`src/hw/chip_pkg.sv`:
```
// Chip-wide pad and strap counts
// The command set writes GPIOs a nibble at a time, so NUM_GPIOS must stay 8
`default_nettype none

package chip_pkg;

  // GPIO pads, each with separate in, out and enable pins
  parameter int NUM_GPIOS = 8;

  // Software straps, latched while reset is held
  // Reported in the top bits of the strap status byte
  parameter int NUM_SW_STRAPS = 3;

endpackage

`default_nettype wire

```
`src/hw/cmd_pkg.sv`:
```
// Host command byte layout for the serial control link
// The opcode in bits 7:6 decides which view of the byte applies
`default_nettype none

package cmd_pkg;

  typedef enum logic [1:0] {
    OP_WR_OUT = 2'd0,  // Load one nibble of the output register
    OP_WR_OE  = 2'd1,  // Load one nibble of the enable register
    OP_QUERY  = 2'd2,  // Send back one status byte
    OP_NOP    = 2'd3   // Counted only
  } cmd_op_e;

  // Status source picked by a query
  typedef enum logic [1:0] {
    SEL_GPIO_IN  = 2'd0,
    SEL_GPIO_OUT = 2'd1,
    SEL_GPIO_OE  = 2'd2,
    SEL_STRAPS   = 2'd3   // Straps in 7:5, command count in 4:0
  } status_sel_e;

  // Write view
  typedef struct packed {
    cmd_op_e    op;
    logic       hi;    // Upper nibble when set
    logic       rsvd;
    logic [3:0] nib;
  } cmd_wr_t;

  // Query view
  typedef struct packed {
    cmd_op_e     op;
    status_sel_e sel;
    logic [3:0]  rsvd;
  } cmd_query_t;

  typedef union packed {
    cmd_wr_t    wr;
    cmd_query_t query;
  } cmd_byte_u;

endpackage

`default_nettype wire

```
`src/hw/chip_ctrl.sv`:
```
// Decodes host command bytes into GPIO writes and status replies
// A query arriving while the transmitter is busy is counted but not answered
// Strap status packs NUM_SW_STRAPS strap bits above the command count in one byte
`default_nettype none

module chip_ctrl (
  input  wire                                clk_i,
  input  wire                                reset_i,
  input  wire  [chip_pkg::NUM_SW_STRAPS-1:0] sw_straps_i,
  input  wire  [7:0]                         rx_data_i,
  input  wire                                rx_valid_i,
  input  wire  [chip_pkg::NUM_GPIOS-1:0]     gpio_out_i,
  input  wire  [chip_pkg::NUM_GPIOS-1:0]     gpio_oe_i,
  input  wire  [chip_pkg::NUM_GPIOS-1:0]     gpio_in_i,
  input  wire                                tx_busy_i,
  output logic                               wr_out_o,
  output logic                               wr_oe_o,
  output logic                               wr_hi_o,
  output logic [3:0]                         wr_nib_o,
  output logic                               tx_start_o,
  output logic [7:0]                         tx_data_o
);

  // Count field fills what the straps leave of the status byte
  localparam int CNT_W = 8 - chip_pkg::NUM_SW_STRAPS;

  cmd_pkg::cmd_byte_u cmd;

  logic [chip_pkg::NUM_SW_STRAPS-1:0] straps_q;
  logic [CNT_W-1:0]                   cmd_cnt_q;
  logic [7:0]                         status;
  logic                               is_query;
  logic                               wr_out_q;
  logic                               wr_oe_q;
  logic                               tx_start_q;
  logic                               wr_hi_q;
  logic [3:0]                         wr_nib_q;
  logic [7:0]                         tx_data_q;

  assign cmd      = rx_data_i;
  assign is_query = (cmd.query.op == cmd_pkg::OP_QUERY);

  // Follows the pins for as long as reset is held
  always_ff @(posedge clk_i) begin
    if (reset_i) straps_q <= sw_straps_i;
  end

  // Count is taken before this command's own increment
  always_comb begin
    case (cmd.query.sel)
      cmd_pkg::SEL_GPIO_IN:  status = gpio_in_i;
      cmd_pkg::SEL_GPIO_OUT: status = gpio_out_i;
      cmd_pkg::SEL_GPIO_OE:  status = gpio_oe_i;
      default:               status = {straps_q, cmd_cnt_q};  // SEL_STRAPS
    endcase
  end

  always_ff @(posedge clk_i) begin
    if (reset_i) begin
      wr_out_q   <= 1'b0;
      wr_oe_q    <= 1'b0;
      tx_start_q <= 1'b0;
      cmd_cnt_q  <= '0;
    end else begin
      wr_out_q   <= rx_valid_i && (cmd.wr.op == cmd_pkg::OP_WR_OUT);
      wr_oe_q    <= rx_valid_i && (cmd.wr.op == cmd_pkg::OP_WR_OE);
      tx_start_q <= rx_valid_i && is_query && !tx_busy_i;  // Busy means dropped
      if (rx_valid_i) begin
        cmd_cnt_q <= cmd_cnt_q + 1'b1;  // Every opcode counts, NOP too
      end
    end
  end

  // Payload for the strobes above
  always_ff @(posedge clk_i) begin
    if (rx_valid_i) begin
      wr_hi_q   <= cmd.wr.hi;
      wr_nib_q  <= cmd.wr.nib;
      tx_data_q <= status;
    end
  end

  assign wr_out_o   = wr_out_q;
  assign wr_oe_o    = wr_oe_q;
  assign wr_hi_o    = wr_hi_q;
  assign wr_nib_o   = wr_nib_q;
  assign tx_start_o = tx_start_q;
  assign tx_data_o  = tx_data_q;

endmodule

`default_nettype wire

```
`src/hw/chip_top.sv`:
```
// Serially controlled GPIO subsystem
// Pads come as separate in, out and enable pins; straps sampled during reset
// Host line runs at clk_i / CLKS_PER_BIT baud, 8N1
`default_nettype none

module chip_top #(
  parameter int CLKS_PER_BIT = 16
) (
  input  wire                                clk_i,
  input  wire                                reset_i,
  input  wire                                uart_rx_i,
  output logic                               uart_tx_o,
  input  wire  [chip_pkg::NUM_SW_STRAPS-1:0] sw_straps_i,
  input  wire  [chip_pkg::NUM_GPIOS-1:0]     gpio_i,
  output logic [chip_pkg::NUM_GPIOS-1:0]     gpio_o,
  output logic [chip_pkg::NUM_GPIOS-1:0]     gpio_oe_o
);

  logic [7:0]                     rx_data;
  logic                           rx_valid;
  logic                           wr_out_en;
  logic                           wr_oe_en;
  logic                           wr_hi;
  logic [3:0]                     wr_nib;
  logic                           tx_start;
  logic [7:0]                     tx_data;
  logic                           tx_busy;
  logic [chip_pkg::NUM_GPIOS-1:0] gpio_in_sync;

  uart_rx #(
    .CLKS_PER_BIT(CLKS_PER_BIT)
  ) u_uart_rx (
    .clk_i  (clk_i),
    .reset_i(reset_i),
    .rx_i   (uart_rx_i),
    .data_o (rx_data),
    .valid_o(rx_valid)
  );

  uart_tx #(
    .CLKS_PER_BIT(CLKS_PER_BIT)
  ) u_uart_tx (
    .clk_i  (clk_i),
    .reset_i(reset_i),
    .start_i(tx_start),
    .data_i (tx_data),
    .tx_o   (uart_tx_o),
    .busy_o (tx_busy)
  );

  gpio_block u_gpio (
    .clk_i         (clk_i),
    .reset_i       (reset_i),
    .gpio_i        (gpio_i),
    .wr_out_i      (wr_out_en),
    .wr_oe_i       (wr_oe_en),
    .wr_hi_i       (wr_hi),
    .wr_nib_i      (wr_nib),
    .gpio_o        (gpio_o),
    .gpio_oe_o     (gpio_oe_o),
    .gpio_in_sync_o(gpio_in_sync)
  );

  // Register values loop back for status queries
  chip_ctrl u_ctrl (
    .clk_i      (clk_i),
    .reset_i    (reset_i),
    .sw_straps_i(sw_straps_i),
    .rx_data_i  (rx_data),
    .rx_valid_i (rx_valid),
    .gpio_out_i (gpio_o),
    .gpio_oe_i  (gpio_oe_o),
    .gpio_in_i  (gpio_in_sync),
    .tx_busy_i  (tx_busy),
    .wr_out_o   (wr_out_en),
    .wr_oe_o    (wr_oe_en),
    .wr_hi_o    (wr_hi),
    .wr_nib_o   (wr_nib),
    .tx_start_o (tx_start),
    .tx_data_o  (tx_data)
  );

endmodule

`default_nettype wire

```
`src/hw/gpio_block.sv`:
```
// GPIO output and enable registers, written one nibble per strobe
// Pad inputs are readable two cycles after they change
`default_nettype none

module gpio_block (
  input  wire                            clk_i,
  input  wire                            reset_i,
  input  wire  [chip_pkg::NUM_GPIOS-1:0] gpio_i,
  input  wire                            wr_out_i,
  input  wire                            wr_oe_i,
  input  wire                            wr_hi_i,
  input  wire  [3:0]                     wr_nib_i,
  output logic [chip_pkg::NUM_GPIOS-1:0] gpio_o,
  output logic [chip_pkg::NUM_GPIOS-1:0] gpio_oe_o,
  output logic [chip_pkg::NUM_GPIOS-1:0] gpio_in_sync_o
);

  localparam int HI_BASE = chip_pkg::NUM_GPIOS / 2;

  logic [chip_pkg::NUM_GPIOS-1:0] out_q;
  logic [chip_pkg::NUM_GPIOS-1:0] oe_q;
  logic [chip_pkg::NUM_GPIOS-1:0] in_meta_q;
  logic [chip_pkg::NUM_GPIOS-1:0] in_sync_q;

  always_ff @(posedge clk_i) begin
    if (reset_i) begin
      out_q <= '0;
      oe_q  <= '0;
    end else begin
      if (wr_out_i && wr_hi_i) out_q[HI_BASE +: 4] <= wr_nib_i;
      if (wr_out_i && !wr_hi_i) out_q[3:0] <= wr_nib_i;
      if (wr_oe_i && wr_hi_i) oe_q[HI_BASE +: 4] <= wr_nib_i;
      if (wr_oe_i && !wr_hi_i) oe_q[3:0] <= wr_nib_i;
    end
  end

  // Pads are asynchronous to clk_i
  always_ff @(posedge clk_i) begin
    in_meta_q <= gpio_i;
    in_sync_q <= in_meta_q;
  end

  assign gpio_o         = out_q;
  assign gpio_oe_o      = oe_q;
  assign gpio_in_sync_o = in_sync_q;

endmodule

`default_nettype wire

```
`src/hw/uart_rx.sv`:
```
// 8N1 serial receiver, LSB first, idle line high
// CLKS_PER_BIT must be 4 or more; start bit is rechecked at its middle
// valid_o is combinational and lasts the one cycle that samples the stop bit
`default_nettype none

module uart_rx #(
  parameter int CLKS_PER_BIT = 16
) (
  input  wire        clk_i,
  input  wire        reset_i,
  input  wire        rx_i,
  output logic [7:0] data_o,
  output logic       valid_o
);

  localparam int CNT_W = $clog2(CLKS_PER_BIT);
  localparam logic [CNT_W-1:0] HALF_BIT = CNT_W'(CLKS_PER_BIT / 2 - 1);
  localparam logic [CNT_W-1:0] FULL_BIT = CNT_W'(CLKS_PER_BIT - 1);

  localparam logic [1:0] ST_IDLE  = 2'd0;
  localparam logic [1:0] ST_START = 2'd1;
  localparam logic [1:0] ST_DATA  = 2'd2;
  localparam logic [1:0] ST_STOP  = 2'd3;

  logic             rx_meta_q;
  logic             rx_sync_q;
  logic             rx_prev_q;
  logic [1:0]       state_q;
  logic [CNT_W-1:0] cnt_q;
  logic [2:0]       bit_idx_q;
  logic [7:0]       shift_q;
  logic             sample;

  // Two flops into the clock domain, a third for edge detect
  always_ff @(posedge clk_i) begin
    if (reset_i) begin
      rx_meta_q <= 1'b1;
      rx_sync_q <= 1'b1;
      rx_prev_q <= 1'b1;
    end else begin
      rx_meta_q <= rx_i;
      rx_sync_q <= rx_meta_q;
      rx_prev_q <= rx_sync_q;
    end
  end

  // Half a bit into the start bit, a full bit for the rest
  assign sample = (state_q == ST_START) ? (cnt_q == HALF_BIT) : (cnt_q == FULL_BIT);

  always_ff @(posedge clk_i) begin
    if (reset_i) begin
      state_q   <= ST_IDLE;
      cnt_q     <= '0;
      bit_idx_q <= '0;
    end else begin
      cnt_q <= sample ? '0 : cnt_q + 1'b1;
      case (state_q)
        ST_IDLE: begin
          cnt_q     <= '0;
          bit_idx_q <= '0;
          if (rx_prev_q && !rx_sync_q) state_q <= ST_START;  // Falling edge
        end
        ST_START: begin
          if (sample) state_q <= rx_sync_q ? ST_IDLE : ST_DATA;  // High again means a glitch
        end
        ST_DATA: begin
          if (sample) begin
            bit_idx_q <= bit_idx_q + 1'b1;
            if (bit_idx_q == 3'd7) state_q <= ST_STOP;
          end
        end
        default: begin
          if (sample) state_q <= ST_IDLE;  // Stop bit, good or bad
        end
      endcase
    end
  end

  always_ff @(posedge clk_i) begin
    if (state_q == ST_DATA && sample) shift_q <= {rx_sync_q, shift_q[7:1]};
  end

  assign data_o  = shift_q;
  assign valid_o = (state_q == ST_STOP) && sample && rx_sync_q;  // Framing error drops it

endmodule

`default_nettype wire

```
`src/hw/uart_tx.sv`:
```
// 8N1 serial transmitter, one frame per start pulse
// start_i is ignored while busy_o is high
// busy_o falls in the cycle after the stop bit ends
`default_nettype none

module uart_tx #(
  parameter int CLKS_PER_BIT = 16
) (
  input  wire        clk_i,
  input  wire        reset_i,
  input  wire        start_i,
  input  wire  [7:0] data_i,
  output logic       tx_o,
  output logic       busy_o
);

  localparam int CNT_W = $clog2(CLKS_PER_BIT);
  localparam logic [CNT_W-1:0] FULL_BIT = CNT_W'(CLKS_PER_BIT - 1);

  logic             busy_q;
  logic [9:0]       frame_q;  // Bit 0 is on the line
  logic [CNT_W-1:0] cnt_q;
  logic [3:0]       bit_cnt_q;
  logic             bit_done;

  assign bit_done = (cnt_q == FULL_BIT);

  always_ff @(posedge clk_i) begin
    if (reset_i) begin
      busy_q    <= 1'b0;
      frame_q   <= '1;  // Line idles high
      cnt_q     <= '0;
      bit_cnt_q <= '0;
    end else if (!busy_q) begin
      cnt_q     <= '0;
      bit_cnt_q <= '0;
      if (start_i) begin
        busy_q  <= 1'b1;
        frame_q <= {1'b1, data_i, 1'b0};  // Stop, data LSB first, start
      end
    end else begin
      cnt_q <= bit_done ? '0 : cnt_q + 1'b1;
      if (bit_done) begin
        if (bit_cnt_q == 4'd9) begin
          busy_q <= 1'b0;  // Stop bit done, line stays high
        end else begin
          frame_q   <= {1'b1, frame_q[9:1]};
          bit_cnt_q <= bit_cnt_q + 1'b1;
        end
      end
    end
  end

  assign tx_o   = frame_q[0];
  assign busy_o = busy_q;

endmodule

`default_nettype wire

```
`config.mk`:
```
export PLATFORM = sky130hd
export DESIGN_NAME = chip_top
export DESIGN_NICKNAME = d
export VERILOG_FILES = /design/src/hw/chip_pkg.sv /design/src/hw/cmd_pkg.sv /design/src/hw/chip_ctrl.sv /design/src/hw/chip_top.sv /design/src/hw/gpio_block.sv /design/src/hw/uart_rx.sv /design/src/hw/uart_tx.sv
export SDC_FILE = /design/constraint.sdc
export NUM_CORES = 1
export LEC_CHECK = 0
export BUFFER_PORTS_ARGS = -buffer_cell sky130_fd_sc_hd__buf_2
export CORE_ASPECT_RATIO = 0.5
export CORE_MARGIN = 8
export CORE_UTILIZATION = 60
export DETAILED_ROUTE_END_ITERATION = 8
export PLACE_DENSITY = 0.8
export SYNTH_ARGS = -nofsm -noshare
export SYNTH_HDL_FRONTEND = slang
export SYNTH_SLANG_ARGS = --single-unit
```
`constraint.sdc`:
```
create_clock -name clk_i -period 5 [get_ports clk_i]
set_input_delay 1 -clock clk_i [delete_from_list [all_inputs] [get_ports clk_i]]
set_output_delay 1 -clock clk_i [all_outputs]
set_load 0.02 [all_outputs]
```
-- After elaboration in Yosys (flattened, before gate mapping)
Cells that the tools add are included.
- bits in registers: 95
- output and inout port bits: 17
- word-level logic and storage cells: 97
- $add $sub $neg: 5
- equal/unequal tests: 18
- multiplexer cells: 19
- bitwise operators: 2
- reductions and logical operators: 28
- operators by type and width (cell ; number):
    $mux 10 ; 4
    $pmux 8 s3 ; 1
    $add 4x1->4 const B ; 3
    $eq 4x4->1 const B ; 3
    $logic_and 1x1->1 ; 12
    $mux 2 ; 6
    $eq 2x2->1 const B ; 4
    $ne 2x1->1 const B ; 4
    $eq 2x1->1 const B ; 3
    $logic_not 2->1 ; 3
    $pmux 2 s3 ; 1
    $pmux 3 s2 ; 1
    $reduce_bool 2->1 ; 3
    $reduce_or 3->1 ; 2
    $add 5x1->5 const B ; 1
    $mux 1 ; 5
    $reduce_and 5->1 ; 1
    $eq 4x3->1 const B ; 1
    $ne 2x2->1 const B ; 2
    $reduce_and 2->1 ; 2
    $add 3x1->3 const B ; 1
    $eq 3x3->1 const B ; 1
    $logic_not 1->1 ; 3
    $mux 3 ; 1
    3 further kinds ; 4

-- Longest topological paths before layout
- depth after elaboration: 6
- gate-level depth with buffers: 5
- gate-level depth less buffers: 5

-- Modules after synthesis
From an unflattened synthesis, not the netlist that was laid out.
- cell total of the unflattened synthesis: 293
- area, all modules: 3663.5 µm²
- modules (own cells, without submodules) (module ; times used ; cells an instance ; area an instance (µm²) ; seq. area each (µm²)):
    chip_ctrl ; 1 ; 56 ; 1006.0 ; 640.6
    gpio_block ; 1 ; 76 ; 984.7 ; 640.6
    uart_tx ; 1 ; 93 ; 865.8 ; 360.3
    uart_rx ; 1 ; 68 ; 807.0 ; 480.5

-- Worst setup path after synthesis
No wires, ideal clock.
- path kind: input-to-reg
- start point: input reset_i
- end point: register u_gpio.out_q, in the netlist u_gpio.gpio_o[0]
- arrival time: 1.746 ns
- required time: 4.872 ns
- setup slack: 3.126 ns
- cell stages on the path: 4
- cells stage by stage: clkbuf_1 > buf_2 > buf_1 > nor2_1
- RTL lines (item ; RTL line ; RTL):
    from (decl) ; chip_top.sv:10 ; input wire reset_i,
    to (signal, indexed assignment) ; gpio_block.sv:30 ; if (wr_out_i && wr_hi_i) out_q[HI_BASE +: 4] <= wr_nib_i;
    to (decl) ; gpio_block.sv:20 ; logic [chip_pkg::NUM_GPIOS-1:0] out_q;
No word-level cell between the ends.

-- Worst setup path after layout
- start point: register u_uart_rx.cnt_q[0]
- end point: register u_ctrl.wr_nib_q[3] (netlist: u_ctrl.wr_nib_o[3]), enable pin
- cells in the longest elaborated chain, start to end: 4
- elaborated cells on any way between the ends: 5
- those cells by class: eq/ne (2); mux (1); reduce/logical (2)
- RTL lines (item ; RTL line ; RTL):
    from (decl) ; uart_rx.sv:29 ; logic [CNT_W-1:0] cnt_q;
    from (signal assigned) ; uart_rx.sv:56 ; cnt_q <= sample ? '0 : cnt_q + 1'b1;
    $eq 4x4->1 / $eq 4x3->1 (equally long branches) ; uart_rx.sv:48 ; assign sample = (state_q == ST_START) ? (cnt_q == HALF_BIT) : (cnt_q == FULL_BIT);
    $mux 1 * ; uart_rx.sv:48 ;
    $logic_and 1x1->1 * (2 in a row) ; uart_rx.sv:84 ; assign valid_o = (state_q == ST_STOP) && sample && rx_sync_q;
    named net rx_valid ; chip_top.sv:20 ; logic rx_valid;
    to (signal assigned) ; chip_ctrl.sv:78 ; wr_nib_q <= cmd.wr.nib;
    to (decl) ; chip_ctrl.sv:37 ; logic [3:0] wr_nib_q;
Mark *: on every way through the listed nets, which the timed path passes. The rest lies on a longest branch.
A chain may end at the register's enable or synchronous reset.

==> summary.md <==
| Metric | Value |
|---|---|
| Status | `completed` |
| Cts bufs inserted | `9` |
| Tightest Pin Transition | `between 0.9 and 1 ns` |
| Hold Path Class | `reg -> reg` |
| Layout area overhead | `12.5%` |
| Rel. slew slack | `a little over a third` |
| Sequential-to-total area share from yosys stat | `about three fifths` |
| Met1 Wirelength | `3.41 mm` |
| Worst Setup SP | `u_uart_rx.cnt_q[0]$_SDFF_PP0_` |
| CTS max path bufs | `2` |
| Critical path data required time | `slightly below 5 ns` |
| Worst clock skew | `between 0.005 and 0.006 ns` |
| Total GRT Usage | `16.2%` |
| Maximum clock frequency | `between 400 and 500 MHz` |
| Yosys top cell by area | `dfxtp_1` |
| Placed cell areas | `3710 sq um` |
| Hold Startpoint | `u_gpio.in_meta_q[3]$_DFF_P_` |
| Metal2 WL | `roughly 2.9 mm` |
| Initial antenna violation count | `0` |
| LEAKAGE | `between 1.5 and 2 nW` |
| Rows | `20` |
| Crit-path max FO | `13` |
| Global-route wire length before repair | `between 10 and 15 mm` |
| Vias | `2349` |
| RSZ-0062 raised after global routing | `no` |
| Post-CTS resize count | `0` |
| Setup WS post-layout | `roughly 3.0 ns` |
| Seq pwr share | `a little over half` |
| Mapped Cells | `between 300 and 400` |
| Sw Ratio | `about 19%` |
| FFs w/ async S/R, synth | `0%` |
| Die Y-Extent | `slightly above 70 um` |
| Postcts setup bufs | `0` |
| Post-route cell area | `approximately 4000 sq um` |
| DIE WIDTH | `~130 um` |
| I/O pin cnt | `31` |
| Pwr/cell area | `around 380 nW/um^2` |
| Final Max Slew Viols | `0` |
| Fin cells | `405` |
| Syn Nets | `about 320` |
| Comb pwr share | `under 10%` |
| Initial DRC count | `231` |
| Mapped Area | `3570 sq um` |
| ANT cells | `0` |
| Synth cell types | `between 40 and 50` |
| Highest Signal Layer | `met4` |
| CP Capture Type | `flop` |
| Max_cap viols | `0` |
| H-tree Lvls | `3` |
| Final HPWL DP | `between 4 and 5 mm` |
| Hold Fails Final Rpt | `0` |
| Antenna Violating Nets Remaining | `0` |
| Vias per std cell | `roughly 5.8` |
| Synth area leaders | `dfxtp_1 (39%), edfxtp_1 (20%), mux4_2 (5.0%)` |
| Dpl cells | `a little under 400` |
| Total clock sinks | `94` |
| Clk_lat worst skew | `between 0.3 and 0.4 ns` |
| Worst path arrival time | `2.01 ns` |
| DRC viols | `0` |
| Grt total ovfl | `0` |
| Pin count of the biggest net entering global routing | `59` |
| Post-synth EDFFs | `24` |
| Share of the synthesized area in the top cell type | `between 30 and 40%` |
| Die ar. | `slightly below 9000 sq um` |
| # nets final | `~340` |
| Layout cell share with drive strength beyond 1 | `between 15 and 20%` |
| Internal Pwr Total | `1.23 mW` |
| Clock share of power | `about 46%` |
| Main synth FF type | `dfxtp_1` |
| Fin crit share | `about two fifths` |
| Total iterations of the first detailed-routing run | `4` |
| IO Port Bufs | `30` |
| Place WS | `about 2.7 ns` |
| Hold_buf cts | `0` |
| Warnings, synthesis | `0` |
| CP Class | `reg -> reg` |
| Maximum vdd drop | `between 200 and 250 uV` |
| Post-synthesis area per instance | `11.8 sq um` |
| CTS tree | `built` |
| GPL Wtd Cong | `just under 0.8` |
| CTS clock-pin slew for the worst setup and hold paths | `0.06 ns` |
| Critical path launch point type | `flop` |
| CTS root buffer | `clkbuf_16` |
| Final setup violation count | `0` |
| Final wirelength | `~6.7 mm` |
| Setup TNS | `0 ns` |
| Crit path time final | `just over 2 ns` |
| Drt wl/cell | `16.6 um` |
| Initial core utilization | `roughly 60%` |
| Vias in the first global route | `2100` |
| Switching power total | `between 200 and 300 uW` |
| WL met3 | `about 340 um` |
| FF-to-FF Start | `u_uart_rx.cnt_q[0]$_SDFF_PP0_` |
| Core area | `5910 sq um` |
| Yosys reg bits | `94` |
routing by layer:
metal | vias to the layer above | track usage (%)
met5 | - | 0
li1 | 1146 | -
met4 | 0 | 5.61
met3 | 5 | 6.30
met2 | 60 | 22.4
met1 | 1138 | 22.5
logic make-up after synthesis:
group	count (synthesis)	share of synthesized area, %
AND/OR/NAND/NOR	99	15.6
XOR/XNOR	4	0.981
multiplexers	24	9.53
flip-flops	94	59.4
buffers and inverters	26	3.57
adder cells (fa/ha/maj)	7	2.45
AO/OA/AOI/OAI	48	8.51
cell type report:
type	count	area, sq um
multi-input cells	182	1320
clock buffers	10	229
clock inverters	6	77.6
repair buffers	30	150
flip-flops and latches	94	2120
inverters	6	22.5
fillers	418	1890
well taps	77	96.3
cells in the mapped netlist (all sizes together) (2+ instances only):
master / number
nor2b: 9
nand3b: 2
or2: 3
xnor2: 3
o21ai: 8
or3: 3
nor2: 20
mux2i: 16
nand2b: 8
nand2: 12
buf: 13
edfxtp: 24
nand3: 15
dfxtp: 70
and3: 4
nand4: 3
a311oi: 3
ha: 7
a211oi: 8
o31ai: 3
mux4: 8
nor3b: 3
a21oi: 22
nor3: 5
clkbuf: 7
or4: 5
nor4: 2
inv: 6
power groups by stage:
| stage | Clock (mW) | Combinational (mW) | Sequential [mW] |
|---|---|---|---|
| 2_1_floorplan | 0 | 0.0135 | 0.806 |
| 3_3_place_gp | 0 | 0.0188 | 0.808 |
| 3_5_place_dp | 0 | 0.0193 | 0.809 |
| 4_1_cts | 0.715 | 0.0194 | 0.792 |
| 5_1_grt | 0.745 | 0.0211 | 0.793 |
| 6_report | 0.696 | 0.0193 | 0.792 |
per-stage QoR:
step | hold WS [ns] | total power [mW] | util (%)
5_1_grt | 0.336 | 1.56 | 68.1
2_1_floorplan | 0.310 | 0.820 | -
3_3_place_gp | 0.310 | 0.827 | 62.9
3_5_place_dp | 0.316 | 0.828 | 62.9
6_report | 0.328 | 1.51 | 68.1
4_1_cts | 0.326 | 1.53 | 68.1
cells in the final DEF, fill, tap and decap left out, types with 2 or more instances in the layout:
cell type / n
a311oi_1: 3
or4_1: 5
nand2b_1: 8
buf_2: 30
o21ai_0: 8
or3_1: 3
clkinv_1: 2
mux4_2: 8
nor2b_1: 9
clkbuf_16: 9
nor2_1: 20
a21oi_1: 22
ha_1: 7
o31ai_1: 3
nor3_1: 5
nand4_1: 2
and3_1: 4
inv_1: 6
nand3_1: 15
a211oi_1: 8
nand2_1: 12
mux2i_1: 16
nor4_1: 2
xnor2_1: 3
nand3b_1: 2
or2_2: 3
edfxtp_1: 24
clkinv_2: 2
dfxtp_1: 70
nor3b_1: 3
bufinv_16: 2
final timing paths:
| path | endpoint | slack [ns] | depth (start not counted) |
|---|---|---|---|
| max | u_ctrl.wr_nib_o[3]$_DFFE_PP_ | 2.96 | 4 |
| min | u_gpio.gpio_in_sync_o[3]$_DFF_P_ | 0.33 | 0 |
| max reg2reg | u_ctrl.wr_nib_o[3]$_DFFE_PP_ | 2.96 | 4 |
| min reg2reg | u_gpio.gpio_in_sync_o[3]$_DFF_P_ | 0.33 | 0 |
state kept, by name, indices dropped and copies added, names as in the netlist, 2 cells and up:
register,flops
u_gpio.gpio_in_sync_o,8
u_uart_rx.data_o,8
u_ctrl.wr_nib_o,4
u_ctrl.cmd_cnt_q,5
u_uart_rx.state_q,2
u_ctrl.straps_q,3
u_ctrl.tx_data_o,8
u_uart_tx.bit_cnt_q,4
u_uart_tx.cnt_q,4
u_uart_rx.cnt_q,4
u_gpio.gpio_oe_o,8
u_gpio.in_meta_q,8
u_uart_tx.frame_q,9
u_uart_rx.bit_idx_q,3
u_gpio.gpio_o,8
worst max-delay path, cell delays in order (launching register included):
cell and delay (ns):
dfxtp_1 0.35, ha_1 0.36, and4_1 0.32, nand3_1 0.18
inv_1 0.47
(Power assumes the default switching activity.)
